==> src/mapPkg.sv <==
package mapPkg;

    // --------------------------------------------------
    // Basic types
    // --------------------------------------------------
    typedef logic [9:0] coordT;     // Screen x or y
    typedef logic [3:0] cityIdT;    // 0 means no city
    typedef logic [1:0] layerT;     // Background layer code
    typedef logic [7:0] segMaskT;   // One bit per route segment

    typedef struct packed {
        logic [7:0] red;
        logic [7:0] green;
        logic [7:0] blue;
    } rgbT;

    typedef struct packed {
        coordT drawX;
        coordT drawY;
        layerT layer;
        logic  cursorHit;           // Cursor sprite covers pixel
        logic  titleBit;            // Title glyph bit
        logic  showMap;             // Map page when set
    } pixelReqT;

    typedef struct packed {
        layerT layer;
        logic  cursorHit;
        logic  showMap;
        logic  onTitle;
        logic  onBegin;
        logic  onEnd;
        logic  onPath;
    } pixelTagT;

    typedef struct packed {
        coordT x;
        coordT y;
    } cityPosT;

    typedef struct packed {
        coordT xMin;
        coordT xMax;
        coordT yMin;
        coordT yMax;
    } segRectT;

    // --------------------------------------------------
    // Network tables
    // --------------------------------------------------
    localparam int NUM_CITIES         = 8;
    localparam int NUM_SEGMENTS       = 8;
    localparam int FIFO_DEPTH_DEFAULT = 4;

    // Entry i holds city id i+1
    localparam cityPosT cityTable [NUM_CITIES] = '{
        '{10'd569, 10'd97},         // Haerbin
        '{10'd563, 10'd125},        // Changchun
        '{10'd547, 10'd160},        // Shenyang
        '{10'd465, 10'd186},        // Beijing
        '{10'd478, 10'd199},        // Tianjin
        '{10'd489, 10'd229},        // Jinan
        '{10'd527, 10'd235},        // Qingdao
        '{10'd478, 10'd219}         // Dezhou
    };

    localparam segRectT segmentTable [NUM_SEGMENTS] = '{
        '{10'd563, 10'd569, 10'd97,  10'd125},  // Haerbin to Changchun
        '{10'd547, 10'd563, 10'd125, 10'd160},  // Changchun to Shenyang
        '{10'd497, 10'd545, 10'd153, 10'd160},  // Shenyang to Beijing
        '{10'd465, 10'd478, 10'd188, 10'd199},  // Beijing to Tianjin
        '{10'd477, 10'd479, 10'd199, 10'd219},  // Tianjin to Dezhou
        '{10'd478, 10'd489, 10'd219, 10'd229},  // Dezhou to Jinan
        '{10'd492, 10'd520, 10'd228, 10'd230},  // Jinan to Qingdao
        '{10'd491, 10'd511, 10'd231, 10'd284}   // Jinan to Nanjing
    };

    localparam segRectT titleBox = '{10'd201, 10'd400, 10'd0, 10'd49};

    // --------------------------------------------------
    // Palette
    // --------------------------------------------------
    localparam rgbT cursorColor    = '{8'd238, 8'd58,  8'd140};
    localparam rgbT startColors [4] = '{
        '{8'd109, 8'd179, 8'd89},
        '{8'd247, 8'd248, 8'd250},
        '{8'd217, 8'd245, 8'd248},
        '{8'd27,  8'd55,  8'd73}
    };
    localparam rgbT titleColor     = '{8'd19,  8'd104, 8'd221};
    localparam rgbT mapBlack       = '{8'd0,   8'd0,   8'd0};
    localparam rgbT beginColor     = '{8'd255, 8'd0,   8'd0};
    localparam rgbT endColor       = '{8'd0,   8'd255, 8'd255};
    localparam rgbT mapWhite       = '{8'd255, 8'd255, 8'd255};
    localparam rgbT landColor      = '{8'd85,  8'd109, 8'd75};
    localparam rgbT pathColor      = '{8'd0,   8'd0,   8'd255};
    localparam rgbT panelColor     = '{8'd255, 8'd195, 8'd195};

    // Point within 1 pixel of a city in both axes
    function automatic logic nearCity(coordT px, coordT py, cityPosT city);
        return ({1'b0, px} + 11'd1 >= {1'b0, city.x}) && ({1'b0, px} <= {1'b0, city.x} + 11'd1)
            && ({1'b0, py} + 11'd1 >= {1'b0, city.y}) && ({1'b0, py} <= {1'b0, city.y} + 11'd1);
    endfunction

    // Inclusive rectangle test
    function automatic logic inRect(coordT px, coordT py, segRectT r);
        return (px >= r.xMin) && (px <= r.xMax) && (py >= r.yMin) && (py <= r.yMax);
    endfunction

endpackage
==> src/mapRenderer.sv <==
`timescale 1ns/1ps

module mapRenderer #(
    parameter int FIFO_DEPTH = mapPkg::FIFO_DEPTH_DEFAULT
) (
    input  logic             clk,
    input  logic             arstN,
    input  logic             reqValid,
    output logic             reqReady,
    input  mapPkg::pixelReqT req,
    input  mapPkg::cityIdT   beginCity,
    input  mapPkg::cityIdT   endCity,
    input  mapPkg::segMaskT  pathMask,
    output logic             rgbValid,
    input  logic             rgbReady,
    output mapPkg::rgbT      rgb,
    input  mapPkg::coordT    cursorX,
    input  mapPkg::coordT    cursorY,
    output mapPkg::cityIdT   hoverCity
);
    import mapPkg::*;

    // --------------------------------------------------
    // Pixel pipeline
    // --------------------------------------------------
    logic     tagValid;
    logic     tagReady;
    pixelTagT tag;
    logic     fifoValid;
    logic     fifoReady;
    pixelTagT fifoTag;

    pixelClassifier pixelClassifier_i (
        .clk       (clk),
        .arstN     (arstN),
        .reqValid  (reqValid),
        .reqReady  (reqReady),
        .req       (req),
        .beginCity (beginCity),
        .endCity   (endCity),
        .pathMask  (pathMask),
        .tagValid  (tagValid),
        .tagReady  (tagReady),
        .tag       (tag)
    );

    pixelFifo #(
        .FIFO_DEPTH (FIFO_DEPTH)
    ) pixelFifo_i (
        .clk       (clk),
        .arstN     (arstN),
        .tagValid  (tagValid),
        .tagReady  (tagReady),
        .tag       (tag),
        .fifoValid (fifoValid),
        .fifoReady (fifoReady),
        .fifoTag   (fifoTag)
    );

    colorResolver colorResolver_i (
        .clk       (clk),
        .arstN     (arstN),
        .fifoValid (fifoValid),
        .fifoReady (fifoReady),
        .fifoTag   (fifoTag),
        .rgbValid  (rgbValid),
        .rgbReady  (rgbReady),
        .rgb       (rgb)
    );

    // Hover lookup runs beside the pipeline
    cursorCityFinder cursorCityFinder_i (
        .clk       (clk),
        .arstN     (arstN),
        .cursorX   (cursorX),
        .cursorY   (cursorY),
        .hoverCity (hoverCity)
    );

endmodule

==> src/cursorCityFinder.sv <==
`timescale 1ns/1ps

module cursorCityFinder (
    input  logic           clk,
    input  logic           arstN,
    input  mapPkg::coordT  cursorX,
    input  mapPkg::coordT  cursorY,
    output mapPkg::cityIdT hoverCity
);
    import mapPkg::*;

    cityIdT hitId;

    // Later entries overwrite, so highest id wins
    always_comb
    begin
        hitId = '0;
        for (int i = 0; i < NUM_CITIES; i++)
        begin
            if (nearCity(cursorX, cursorY, cityTable[i]))
            begin
                hitId = cityIdT'(i + 1);
            end
        end
    end

    always_ff @(posedge clk or negedge arstN)
    begin
        if (!arstN)
        begin
            hoverCity <= '0;
        end
        else
        begin
            hoverCity <= hitId;                 // One cycle behind cursor
        end
    end

endmodule

==> src/colorResolver.sv <==
`timescale 1ns/1ps

module colorResolver (
    input  logic             clk,
    input  logic             arstN,
    input  logic             fifoValid,
    output logic             fifoReady,
    input  mapPkg::pixelTagT fifoTag,
    output logic             rgbValid,
    input  logic             rgbReady,
    output mapPkg::rgbT      rgb
);
    import mapPkg::*;

    rgbT nextRgb;

    // --------------------------------------------------
    // Colour priority
    // --------------------------------------------------
    always_comb
    begin
        if (fifoTag.cursorHit)
        begin
            nextRgb = cursorColor;              // Cursor over everything
        end
        else if (!fifoTag.showMap)
        begin
            // Start page
            if (fifoTag.onTitle)
            begin
                nextRgb = titleColor;
            end
            else
            begin
                nextRgb = startColors[fifoTag.layer];
            end
        end
        else
        begin
            case (fifoTag.layer)
                2'd0:
                begin
                    if (fifoTag.onEnd)
                    begin
                        nextRgb = endColor;     // End marker on top
                    end
                    else if (fifoTag.onBegin)
                    begin
                        nextRgb = beginColor;
                    end
                    else
                    begin
                        nextRgb = mapBlack;
                    end
                end
                2'd1:
                begin
                    nextRgb = mapWhite;
                end
                2'd2:
                begin
                    nextRgb = fifoTag.onPath ? pathColor : landColor;
                end
                default:
                begin
                    nextRgb = panelColor;       // Info panel
                end
            endcase
        end
    end

    // --------------------------------------------------
    // Output stage
    // --------------------------------------------------
    assign fifoReady = !rgbValid || rgbReady;

    always_ff @(posedge clk or negedge arstN)
    begin
        if (!arstN)
        begin
            rgbValid <= 1'b0;
        end
        else if (fifoReady)
        begin
            rgbValid <= fifoValid;
        end
    end

    always_ff @(posedge clk)
    begin
        if (fifoValid && fifoReady)
        begin
            rgb <= nextRgb;
        end
    end

endmodule

==> src/pixelFifo.sv <==
`timescale 1ns/1ps

module pixelFifo #(
    parameter int FIFO_DEPTH = mapPkg::FIFO_DEPTH_DEFAULT
) (
    input  logic             clk,
    input  logic             arstN,
    input  logic             tagValid,
    output logic             tagReady,
    input  mapPkg::pixelTagT tag,
    output logic             fifoValid,
    input  logic             fifoReady,
    output mapPkg::pixelTagT fifoTag
);
    import mapPkg::*;

    localparam int PTR_W = (FIFO_DEPTH > 1) ? $clog2(FIFO_DEPTH) : 1;
    localparam int CNT_W = $clog2(FIFO_DEPTH + 1);

    pixelTagT         mem [FIFO_DEPTH];
    logic [PTR_W-1:0] wrPtr;
    logic [PTR_W-1:0] rdPtr;
    logic [CNT_W-1:0] count;
    logic             wrEn;
    logic             rdEn;

    assign tagReady  = (count != CNT_W'(FIFO_DEPTH));   // Full blocks writes
    assign fifoValid = (count != '0);
    assign fifoTag   = mem[rdPtr];                      // Head of queue
    assign wrEn      = tagValid && tagReady;
    assign rdEn      = fifoValid && fifoReady;

    always_ff @(posedge clk)
    begin
        if (wrEn)
        begin
            mem[wrPtr] <= tag;
        end
    end

    // --------------------------------------------------
    // Pointers and occupancy
    // --------------------------------------------------
    always_ff @(posedge clk or negedge arstN)
    begin
        if (!arstN)
        begin
            wrPtr <= '0;
            rdPtr <= '0;
            count <= '0;
        end
        else
        begin
            if (wrEn)
            begin
                wrPtr <= (wrPtr == PTR_W'(FIFO_DEPTH - 1)) ? '0 : wrPtr + 1'b1;
            end
            if (rdEn)
            begin
                rdPtr <= (rdPtr == PTR_W'(FIFO_DEPTH - 1)) ? '0 : rdPtr + 1'b1;
            end
            case ({wrEn, rdEn})
                2'b10:   count <= count + 1'b1;
                2'b01:   count <= count - 1'b1;
                default: count <= count;        // Both or neither
            endcase
        end
    end

endmodule

==> src/pixelClassifier.sv <==
`timescale 1ns/1ps

module pixelClassifier (
    input  logic             clk,
    input  logic             arstN,
    input  logic             reqValid,
    output logic             reqReady,
    input  mapPkg::pixelReqT req,
    input  mapPkg::cityIdT   beginCity,
    input  mapPkg::cityIdT   endCity,
    input  mapPkg::segMaskT  pathMask,
    output logic             tagValid,
    input  logic             tagReady,
    output mapPkg::pixelTagT tag
);
    import mapPkg::*;

    pixelTagT nextTag;
    logic     onBegin;
    logic     onEnd;
    logic     onPath;
    logic     onTitle;

    // Hit test for the 3x3 marker box around a city id
    function automatic logic markerHit(coordT px, coordT py, cityIdT id);
        cityPosT pos;
        if (id == '0 || id > NUM_CITIES)
        begin
            return 1'b0;
        end
        pos = cityTable[3'(id - 1'b1)];
        return nearCity(px, py, pos);
    endfunction

    // --------------------------------------------------
    // Geometry flags
    // --------------------------------------------------
    always_comb
    begin
        onPath = 1'b0;
        for (int i = 0; i < NUM_SEGMENTS; i++)
        begin
            if (pathMask[i] && inRect(req.drawX, req.drawY, segmentTable[i]))
            begin
                onPath = 1'b1;                  // Any enabled segment
            end
        end
    end

    assign onBegin = markerHit(req.drawX, req.drawY, beginCity);
    assign onEnd   = markerHit(req.drawX, req.drawY, endCity);
    assign onTitle = req.titleBit && inRect(req.drawX, req.drawY, titleBox);

    always_comb
    begin
        nextTag.layer     = req.layer;
        nextTag.cursorHit = req.cursorHit;
        nextTag.showMap   = req.showMap;
        nextTag.onTitle   = onTitle;
        nextTag.onBegin   = onBegin;
        nextTag.onEnd     = onEnd;
        nextTag.onPath    = onPath;
    end

    // --------------------------------------------------
    // Output stage
    // --------------------------------------------------
    assign reqReady = !tagValid || tagReady;    // Empty or draining

    always_ff @(posedge clk or negedge arstN)
    begin
        if (!arstN)
        begin
            tagValid <= 1'b0;
        end
        else if (reqReady)
        begin
            tagValid <= reqValid;
        end
    end

    always_ff @(posedge clk)
    begin
        if (reqValid && reqReady)
        begin
            tag <= nextTag;                     // Load on accept
        end
    end

endmodule

==> config.mk <==
export PLATFORM = sky130hd
export DESIGN_NAME = mapRenderer
export DESIGN_NICKNAME = d
export VERILOG_FILES = /design/src/mapPkg.sv /design/src/mapRenderer.sv /design/src/cursorCityFinder.sv /design/src/colorResolver.sv /design/src/pixelFifo.sv /design/src/pixelClassifier.sv
export SDC_FILE = /design/constraint.sdc
export NUM_CORES = 1
export LEC_CHECK = 0
export BUFFER_PORTS_ARGS = -buffer_cell sky130_fd_sc_hd__buf_2
export CORE_MARGIN = 5
export CORE_UTILIZATION = 65
export DETAILED_ROUTE_END_ITERATION = 16
export PLACE_DENSITY_LB_ADDON = 0.25
export SETUP_SLACK_MARGIN = 0.02
export SYNTH_ARGS = -nofsm -noshare
export SYNTH_HDL_FRONTEND = slang
export SYNTH_SLANG_ARGS = --single-unit
==> constraint.sdc <==
create_clock -name clk -period 8.11 [get_ports clk]
set_input_delay 0.4055 -clock clk [delete_from_list [all_inputs] [get_ports clk]]
set_output_delay 0.4055 -clock clk [all_outputs]
set_load 0.01 [all_outputs]
* Word level (Yosys, flattened, before mapping)
Memories as Yosys holds them, arrays and structs flattened. Index checks and enable logic that the tools add are counted.
Operators by class: add/subtract/negate cells 14, magnitude comparators 78, equality and inequality tests 7, multiplexer cells 33, bitwise gates (word level) 3, reductions and logical operators 80
Operator list (count):
- 2-to-1 mux 24 bit | 6
- <= comparator 10 x 8 -> 1 bit, second input constant | 11
- <= comparator 10 x 9 -> 1 bit, second input constant | 9
- adder 10 x 1 -> 11 bit, second input constant | 8
- <= comparator 10 bit, second input constant | 8
- 2-to-1 mux 20 bit | 4
- one-hot mux 24 bit (3 select lines) | 1
- >= comparator 10 x 8 -> 1 bit, second input constant | 7
- logical AND 1 bit | 68
- >= comparator 11 x 8 -> 1 bit, second input constant | 6
- >= comparator 10 x 9 -> 1 bit, second input constant | 6
- binary-select mux 24 bit (select 2 bit) | 1
- >= comparator 11 x 10 -> 1 bit | 4
- >= comparator 11 x 10 -> 1 bit, second input constant | 4
- <= comparator 10 x 11 -> 1 bit | 4
- >= comparator 11 x 9 -> 1 bit, second input constant | 3
- <= comparator 10 x 7 -> 1 bit, second input constant | 3
- 2-to-1 mux 4 bit | 7
- 2-to-1 mux 23 bit | 1
- >= comparator 11 x 7 -> 1 bit, second input constant | 2
- >= comparator 10 bit, second input constant | 2
- >= comparator 10 x 7 -> 1 bit, second input constant | 2
- >= comparator 10 x 1 -> 1 bit, second input constant | 1
- <= comparator 10 x 6 -> 1 bit, second input constant | 1
- 21 further kinds | 46
Storage, ports and cells: register bits 45, RAM bits 32, memory bits (read-only) 320, bits of input ports 65, output and inout bits 30, word-level logic and storage cells 234, memories kept 3
Memories:
- (name not given) | depth 8, bits a word 20, read ports 1, clocked after memory_dff 0, wr ports 0, RTL line pixelClassifier.sv:31 | pos = cityTable[3'(id - 1'b1)];
- (name not given) | depth 8, bits a word 20, read ports 1, clocked after memory_dff 0, wr ports 0, RTL line pixelClassifier.sv:31
- pixelFifo_i.mem | depth 4, bits a word 8, read ports 1, clocked after memory_dff 0, wr ports 1, RTL line pixelFifo.sv:20 | pixelTagT mem [FIFO_DEPTH];

* Depth between registers and ports, before layout
depth in word-level cells 13, mapped depth 19, mapped depth without buffers 18

* Modules after synthesis
A second synthesis with hierarchy kept.
Unflattened totals: cells, all modules 908, area, all modules 8072.7 um2
By module, submodules not included:
- pixelClassifier | times used 1, cells an instance 470, area each 3532.1 um2, seq. area each 265.3 um2
- cursorCityFinder | times used 1, cells an instance 249, area each 1635.3 um2, seq. area each 100.1 um2
- pixelFifo | times used 1, cells an instance 82, area each 1607.8 um2, seq. area each 1136.1 um2
- colorResolver | times used 1, cells an instance 107, area each 1297.5 um2, seq. area each 745.7 um2

* Worst setup path after synthesis
Ideal clock, no wire load.
kind input -> register, start point in endCity[0], end point reg pixelClassifier_i.tag[1] (netlist name), setup time 0.207 ns, arrival 3.428 ns, required time 7.903 ns, path slack 4.475 ns, cell stages on the path 18, buffers on the path 2, path through clkbuf_1 inv_1 ha_1 buf_2 xor2_1 nand2_1 o21ai_0 inv_1 ha_1 inv_1 ha_1 nor2b_1 o21a_1 o21a_1 o21a_1 o21ai_0 a31oi_1 a2111oi_0
Between the ends: cells in the longest elaborated chain, start to end 11, elaborated cells between the ends (all ways) 19, classes of those cells add/sub: 3; order compare: 5; mux: 4; bitwise: 1; reduce/logical: 5; memory: 1
RTL lines:
- start, declared | RTL line mapRenderer.sv:12 | input mapPkg::cityIdT endCity,
- subtractor 3 x 1 -> 3 bit | RTL line pixelClassifier.sv:31
- inverter 3 -> 4 bit (implied by the code) | RTL line pixelClassifier.sv:31
- memory read (8 x 20 bit)
- 2-to-1 mux 20 bit (implied by the code) (2 in series) | RTL line pixelClassifier.sv:31
- adder 10 x 1 -> 11 bit | RTL line mapPkg.sv:101 | return ({1'b0, px} + 11'd1 >= {1'b0, city.x}) && ({1'b0, px} <= {1'b0, city.x} + 11'd1)
- <= comparator 10 x 11 -> 1 bit | RTL line mapPkg.sv:101
- logical AND 1 bit | RTL line mapPkg.sv:101
- logical AND 1 bit (2 in series) | RTL line mapPkg.sv:102 | && ({1'b0, py} + 11'd1 >= {1'b0, city.y}) && ({1'b0, py} <= {1'b0, city.y} + 11'd1);
- 2-to-1 mux 1 bit (*) | RTL line pixelClassifier.sv:31
Mark *: on every way between the ends. The rest lies on a longest branch, timed or not. The select of a mux whose other input is x is not followed. A chain may end at the register's enable or synchronous reset.

* Worst setup path after layout
start point in beginCity[0], end point reg pixelClassifier_i.tag[2] (netlist name)
Between the ends: cells in the longest elaborated chain, start to end 11, elaborated cells between the ends (all ways) 19, classes of those cells add/sub: 3; order compare: 5; mux: 4; bitwise: 1; reduce/logical: 5; memory: 1
RTL lines:
- start, declared | RTL line mapRenderer.sv:11 | input mapPkg::cityIdT beginCity,
- subtractor 3 x 1 -> 3 bit | RTL line pixelClassifier.sv:31
- inverter 3 -> 4 bit (implied by the code) | RTL line pixelClassifier.sv:31
- memory read (8 x 20 bit)
- 2-to-1 mux 20 bit (implied by the code) (2 in series) | RTL line pixelClassifier.sv:31
- adder 10 x 1 -> 11 bit | RTL line mapPkg.sv:101
- <= comparator 10 x 11 -> 1 bit | RTL line mapPkg.sv:101
- logical AND 1 bit | RTL line mapPkg.sv:101
- logical AND 1 bit (2 in series) | RTL line mapPkg.sv:102
- 2-to-1 mux 1 bit (*) | RTL line pixelClassifier.sv:31
Marks and branches as above.

==> impl_metrics.tcl <==
set metrics [dict create \
    synthesis.area_mm2 0.00793 \
    yosys_most_used_dff "edfxtp_1" \
    power_w 0.00201 \
    yosysSeqAreaShare_pct 28.3 \
    synth_common_cells "ha_1 (112), nor2_1 (88), edfxtp_1 (64)" \
    drt_pass1_iterations 5 \
    synthArstFlopShare_pct 16.9 \
    nets 1143 \
    synth-compound-area-share_pct 20.8 \
    combPwrFrac_pct 46.5 \
    rows 40 \
    ir_drop_v 0.000136 \
    synth-xor-area-share_pct 3.96 \
    die_w_um 120 \
    antenna_found_initial 0 \
    grt_max_degree 28 \
    critPathRequiredTime_ns 8.22 \
    switchingPower_w 0.000779 \
    core-area_mm2 0.0120 \
    finalSetupTns_ns 0 \
    clockRootBuffer "clkbuf_16" \
    crit_fanout 14 \
    ys_warn_count 0 \
    min_delay_worst_endpoint "pixelClassifier_i.tag[7]" \
    cts_resized 0 \
    slew_viol_final 0 \
    ios 95 \
    first_global_vias 6566 \
    slew_headroom_pct 36.0 \
    r2r-start "pixelFifo_i.rdPtr[0]" \
    gp_congestion 0.992 \
    grt-ovfl-total 0 \
    drt_iter0_markers 922 \
    grtUsageTotal_pct 26.4 \
    numCtsBuffers 9 \
    antenna_left 0 \
    synth_top_family_by_area "compound AO/OA/AOI/OAI gates" \
    hold_depth 1 \
    p_clk_share_pct 19.9 \
    timing.final.crit_share_pct 50.0 \
    synth-simple-area-share_pct 20.7 \
    skew_ns 0.00637 \
    yosysTopAreaCell "edfxtp_1" \
    synthCells 897 \
    synth.top_cell.area_share_pct 24.2 \
    num_vias 7097 \
    hold_violations 0 \
    cts_buffer_depth 2 \
    drive_gt1_share_pct 14.6 \
    setup.worst_path.class "in2reg" \
    synthAdderAreaFrac_pct 17.9 \
    grt_first_pass_wirelength_um 31500 \
    cap_violations 0 \
    hpwlAfterDp_um 15000 \
    drc_errors 0 \
    clk_latency_ns 0.34 \
    wl_per_cell_um 17.5 \
    startpoint_type "primary input" \
    rsz0062_at_grt "false" \
    syn_area_per_cell_um2 8.84 \
    swShare_pct 38.8 \
    regToRegEndpoint "colorResolver_i.rgb[22]" \
    area_growth_syn_to_layout_pct 10.1 \
    cts.sinks 77 \
    die_h_um 120 \
    status "completed" \
    p_per_area_mw_per_mm2 230 \
    fmax_mhz 247 \
    cts_max_level 3 \
    io_buffers 94 \
    yosysMostFrequentCell "ha_1" \
    hp-class "in2reg" \
    routed_wl_um 19500 \
    cts_tree "done" \
    min_from "req[4]" \
    worst_pin_slew_ns 0.950 \
    crit_path_end_kind "flip-flop" \
    clk_pin_slew_ns 0.06 \
    initial_utilization_pct 66.3 \
    die_area_mm2 0.0145 \
    diodes 0 \
    post_cts_buffers 0 \
    synthMuxAreaShare_pct 3.22 \
    seq_power_share_pct 33.6 \
    synth-seq-cells 77 \
    finalCriticalPeriod_ns 4.05 \
    setup_viol 0 \
    ff2ff_path_depth 7 \
    worstPathArrival_ns 4.16 \
    r2r_slack_ns 5.23 \
    synth_enable_flop_cells 64 \
    ys_types 85 \
    p_int_w 0.00123 \
    synth.top_cells.by_area "edfxtp_1 (24%), ha_1 (18%), nor2_1 (4.2%)" \
    p_leak_nw 3.77 \
    vias_per_cell 6.35 \
]
-- flip-flops by register name, indices dropped and copies added (netlist names) --
register / count
colorResolver_i.rgb: 24
colorResolver_i.rgbValid: 1
cursorCityFinder_i.hoverCity: 4
pixelClassifier_i.tag: 8
pixelClassifier_i.tagValid: 1
pixelFifo_i.count: 3
pixelFifo_i.mem: 32
pixelFifo_i.rdPtr: 2
pixelFifo_i.wrPtr: 2
-- power by group through the flow --
stage               Sequential [W]  Combinational, W  Clock [W]
CTS                       0.000677          0.000927   0.000404
detailed placement        0.000683          0.000909          0
floorplan                 0.000694          0.000646          0
global placement          0.000678          0.000894          0
finish                    0.000675          0.000935   0.000401
global route              0.000690           0.00105   0.000422
-- layout make-up --
type	instances	area [um2]
Clock buffer	9	225
Timing Repair Buffer	96	488
Inverter	55	206
Tap cell	147	184
Multi-Input combinational cell	726	5300
Sequential cell	77	2250
Clock inverter	7	81.3
Fill cell	885	3230
-- critical path, cell delays in order --
cell and delay (ns):
buf_2 0.22, inv_1 0.18, ha_1 0.30, inv_1 0.09
nor2_1 0.09, or2_2 0.40, nand2_1 0.13, a21boi_0 0.31
nor2_1 0.12, a31o_2 0.26, ha_1 0.29, nand4_1 0.09
nor4_1 0.43, o21ai_0 0.18, a221o_1 0.29, a2111oi_1 0.37
-- metal layers --
metal / vias up / global-route usage, % / wire [um]
met5: - / 0 / 0
met4: 0 / 12.5 / 765
met3: 57 / 3.74 / 1300
met2: 298 / 42.9 / 8970
met1: 3239 / 34.9 / 8510
li1: 3503 / - / -
-- cells by family (layout without fill, tap and decap cells) --
family                     after synthesis  in the layout
DFF                                     77             77
muxes                                   15             15
and+or+nand+nor                        320            320
other                                    1              2
adders and majority gates              113            113
buffers and inverters                   95            167
xor gates and xnor gates                35             35
AOI/OAI and AO/OA                      241            241
-- worst max-delay path by stage --
stage | startpoint | to | depth (start not counted)
after floorplan | endCity[0] | pixelClassifier_i.tag[1] | 18
after global placement | beginCity[0] | pixelClassifier_i.tag[2] | 16
after detailed placement | beginCity[0] | pixelClassifier_i.tag[2] | 16
after CTS | beginCity[0] | pixelClassifier_i.tag[2] | 16
after global routing | beginCity[0] | pixelClassifier_i.tag[2] | 16
final | beginCity[0] | pixelClassifier_i.tag[2] | 16
-- layout by cell type (no fill, tap or decap), types with 5 or more instances in the layout --
cell type  netlist  layout
a211oi_1        11      11
a21boi_0         8       8
a21o_1          17      17
a21oi_1         41      40
a31oi_1         11      11
and2_1           5       5
and3_1          19      19
buf_2           17      94
clkbuf_16        0       9
dfrtp_1         13      13
edfxtp_1        64      64
ha_1           112     112
inv_1           55      55
mux4_2           8       8
nand2_1         60      60
nand2b_1        15      15
nand3_1         31      31
nand3b_1         5       5
nand4_1         18      18
nor2_1          88      88
nor2b_1         17      17
nor3_1          20      20
nor4_1           7       7
o211ai_1        10      10
o21a_1          15      15
o21ai_0         56      56
o21bai_1         5       5
o31ai_1          5       5
o32ai_1          5       5
or3_1            9       9
xnor2_1         20      20
xor2_1          14      14
-- repair_timing --
action,in CTS,in global routing
hold buffers,1,0
endpoints found under the hold margin,13,0
endpoints found under the setup margin,0,0
-- per-stage QoR --
step	hold WS, ns	area [um2]	utilization, %	cells	setup WS, ns
global placement	0.302	8410	70.3	1100	4.10
detailed placement	0.303	8410	70.3	1100	3.84
CTS	0.239	8730	73.0	1117	4.17
global route	0.237	8730	73.0	1117	3.85
floorplan	0.110	7930	-	898	4.48
finish	0.242	8730	73.0	1117	4.06
Note: power is estimated with default switching activity, not from simulation.
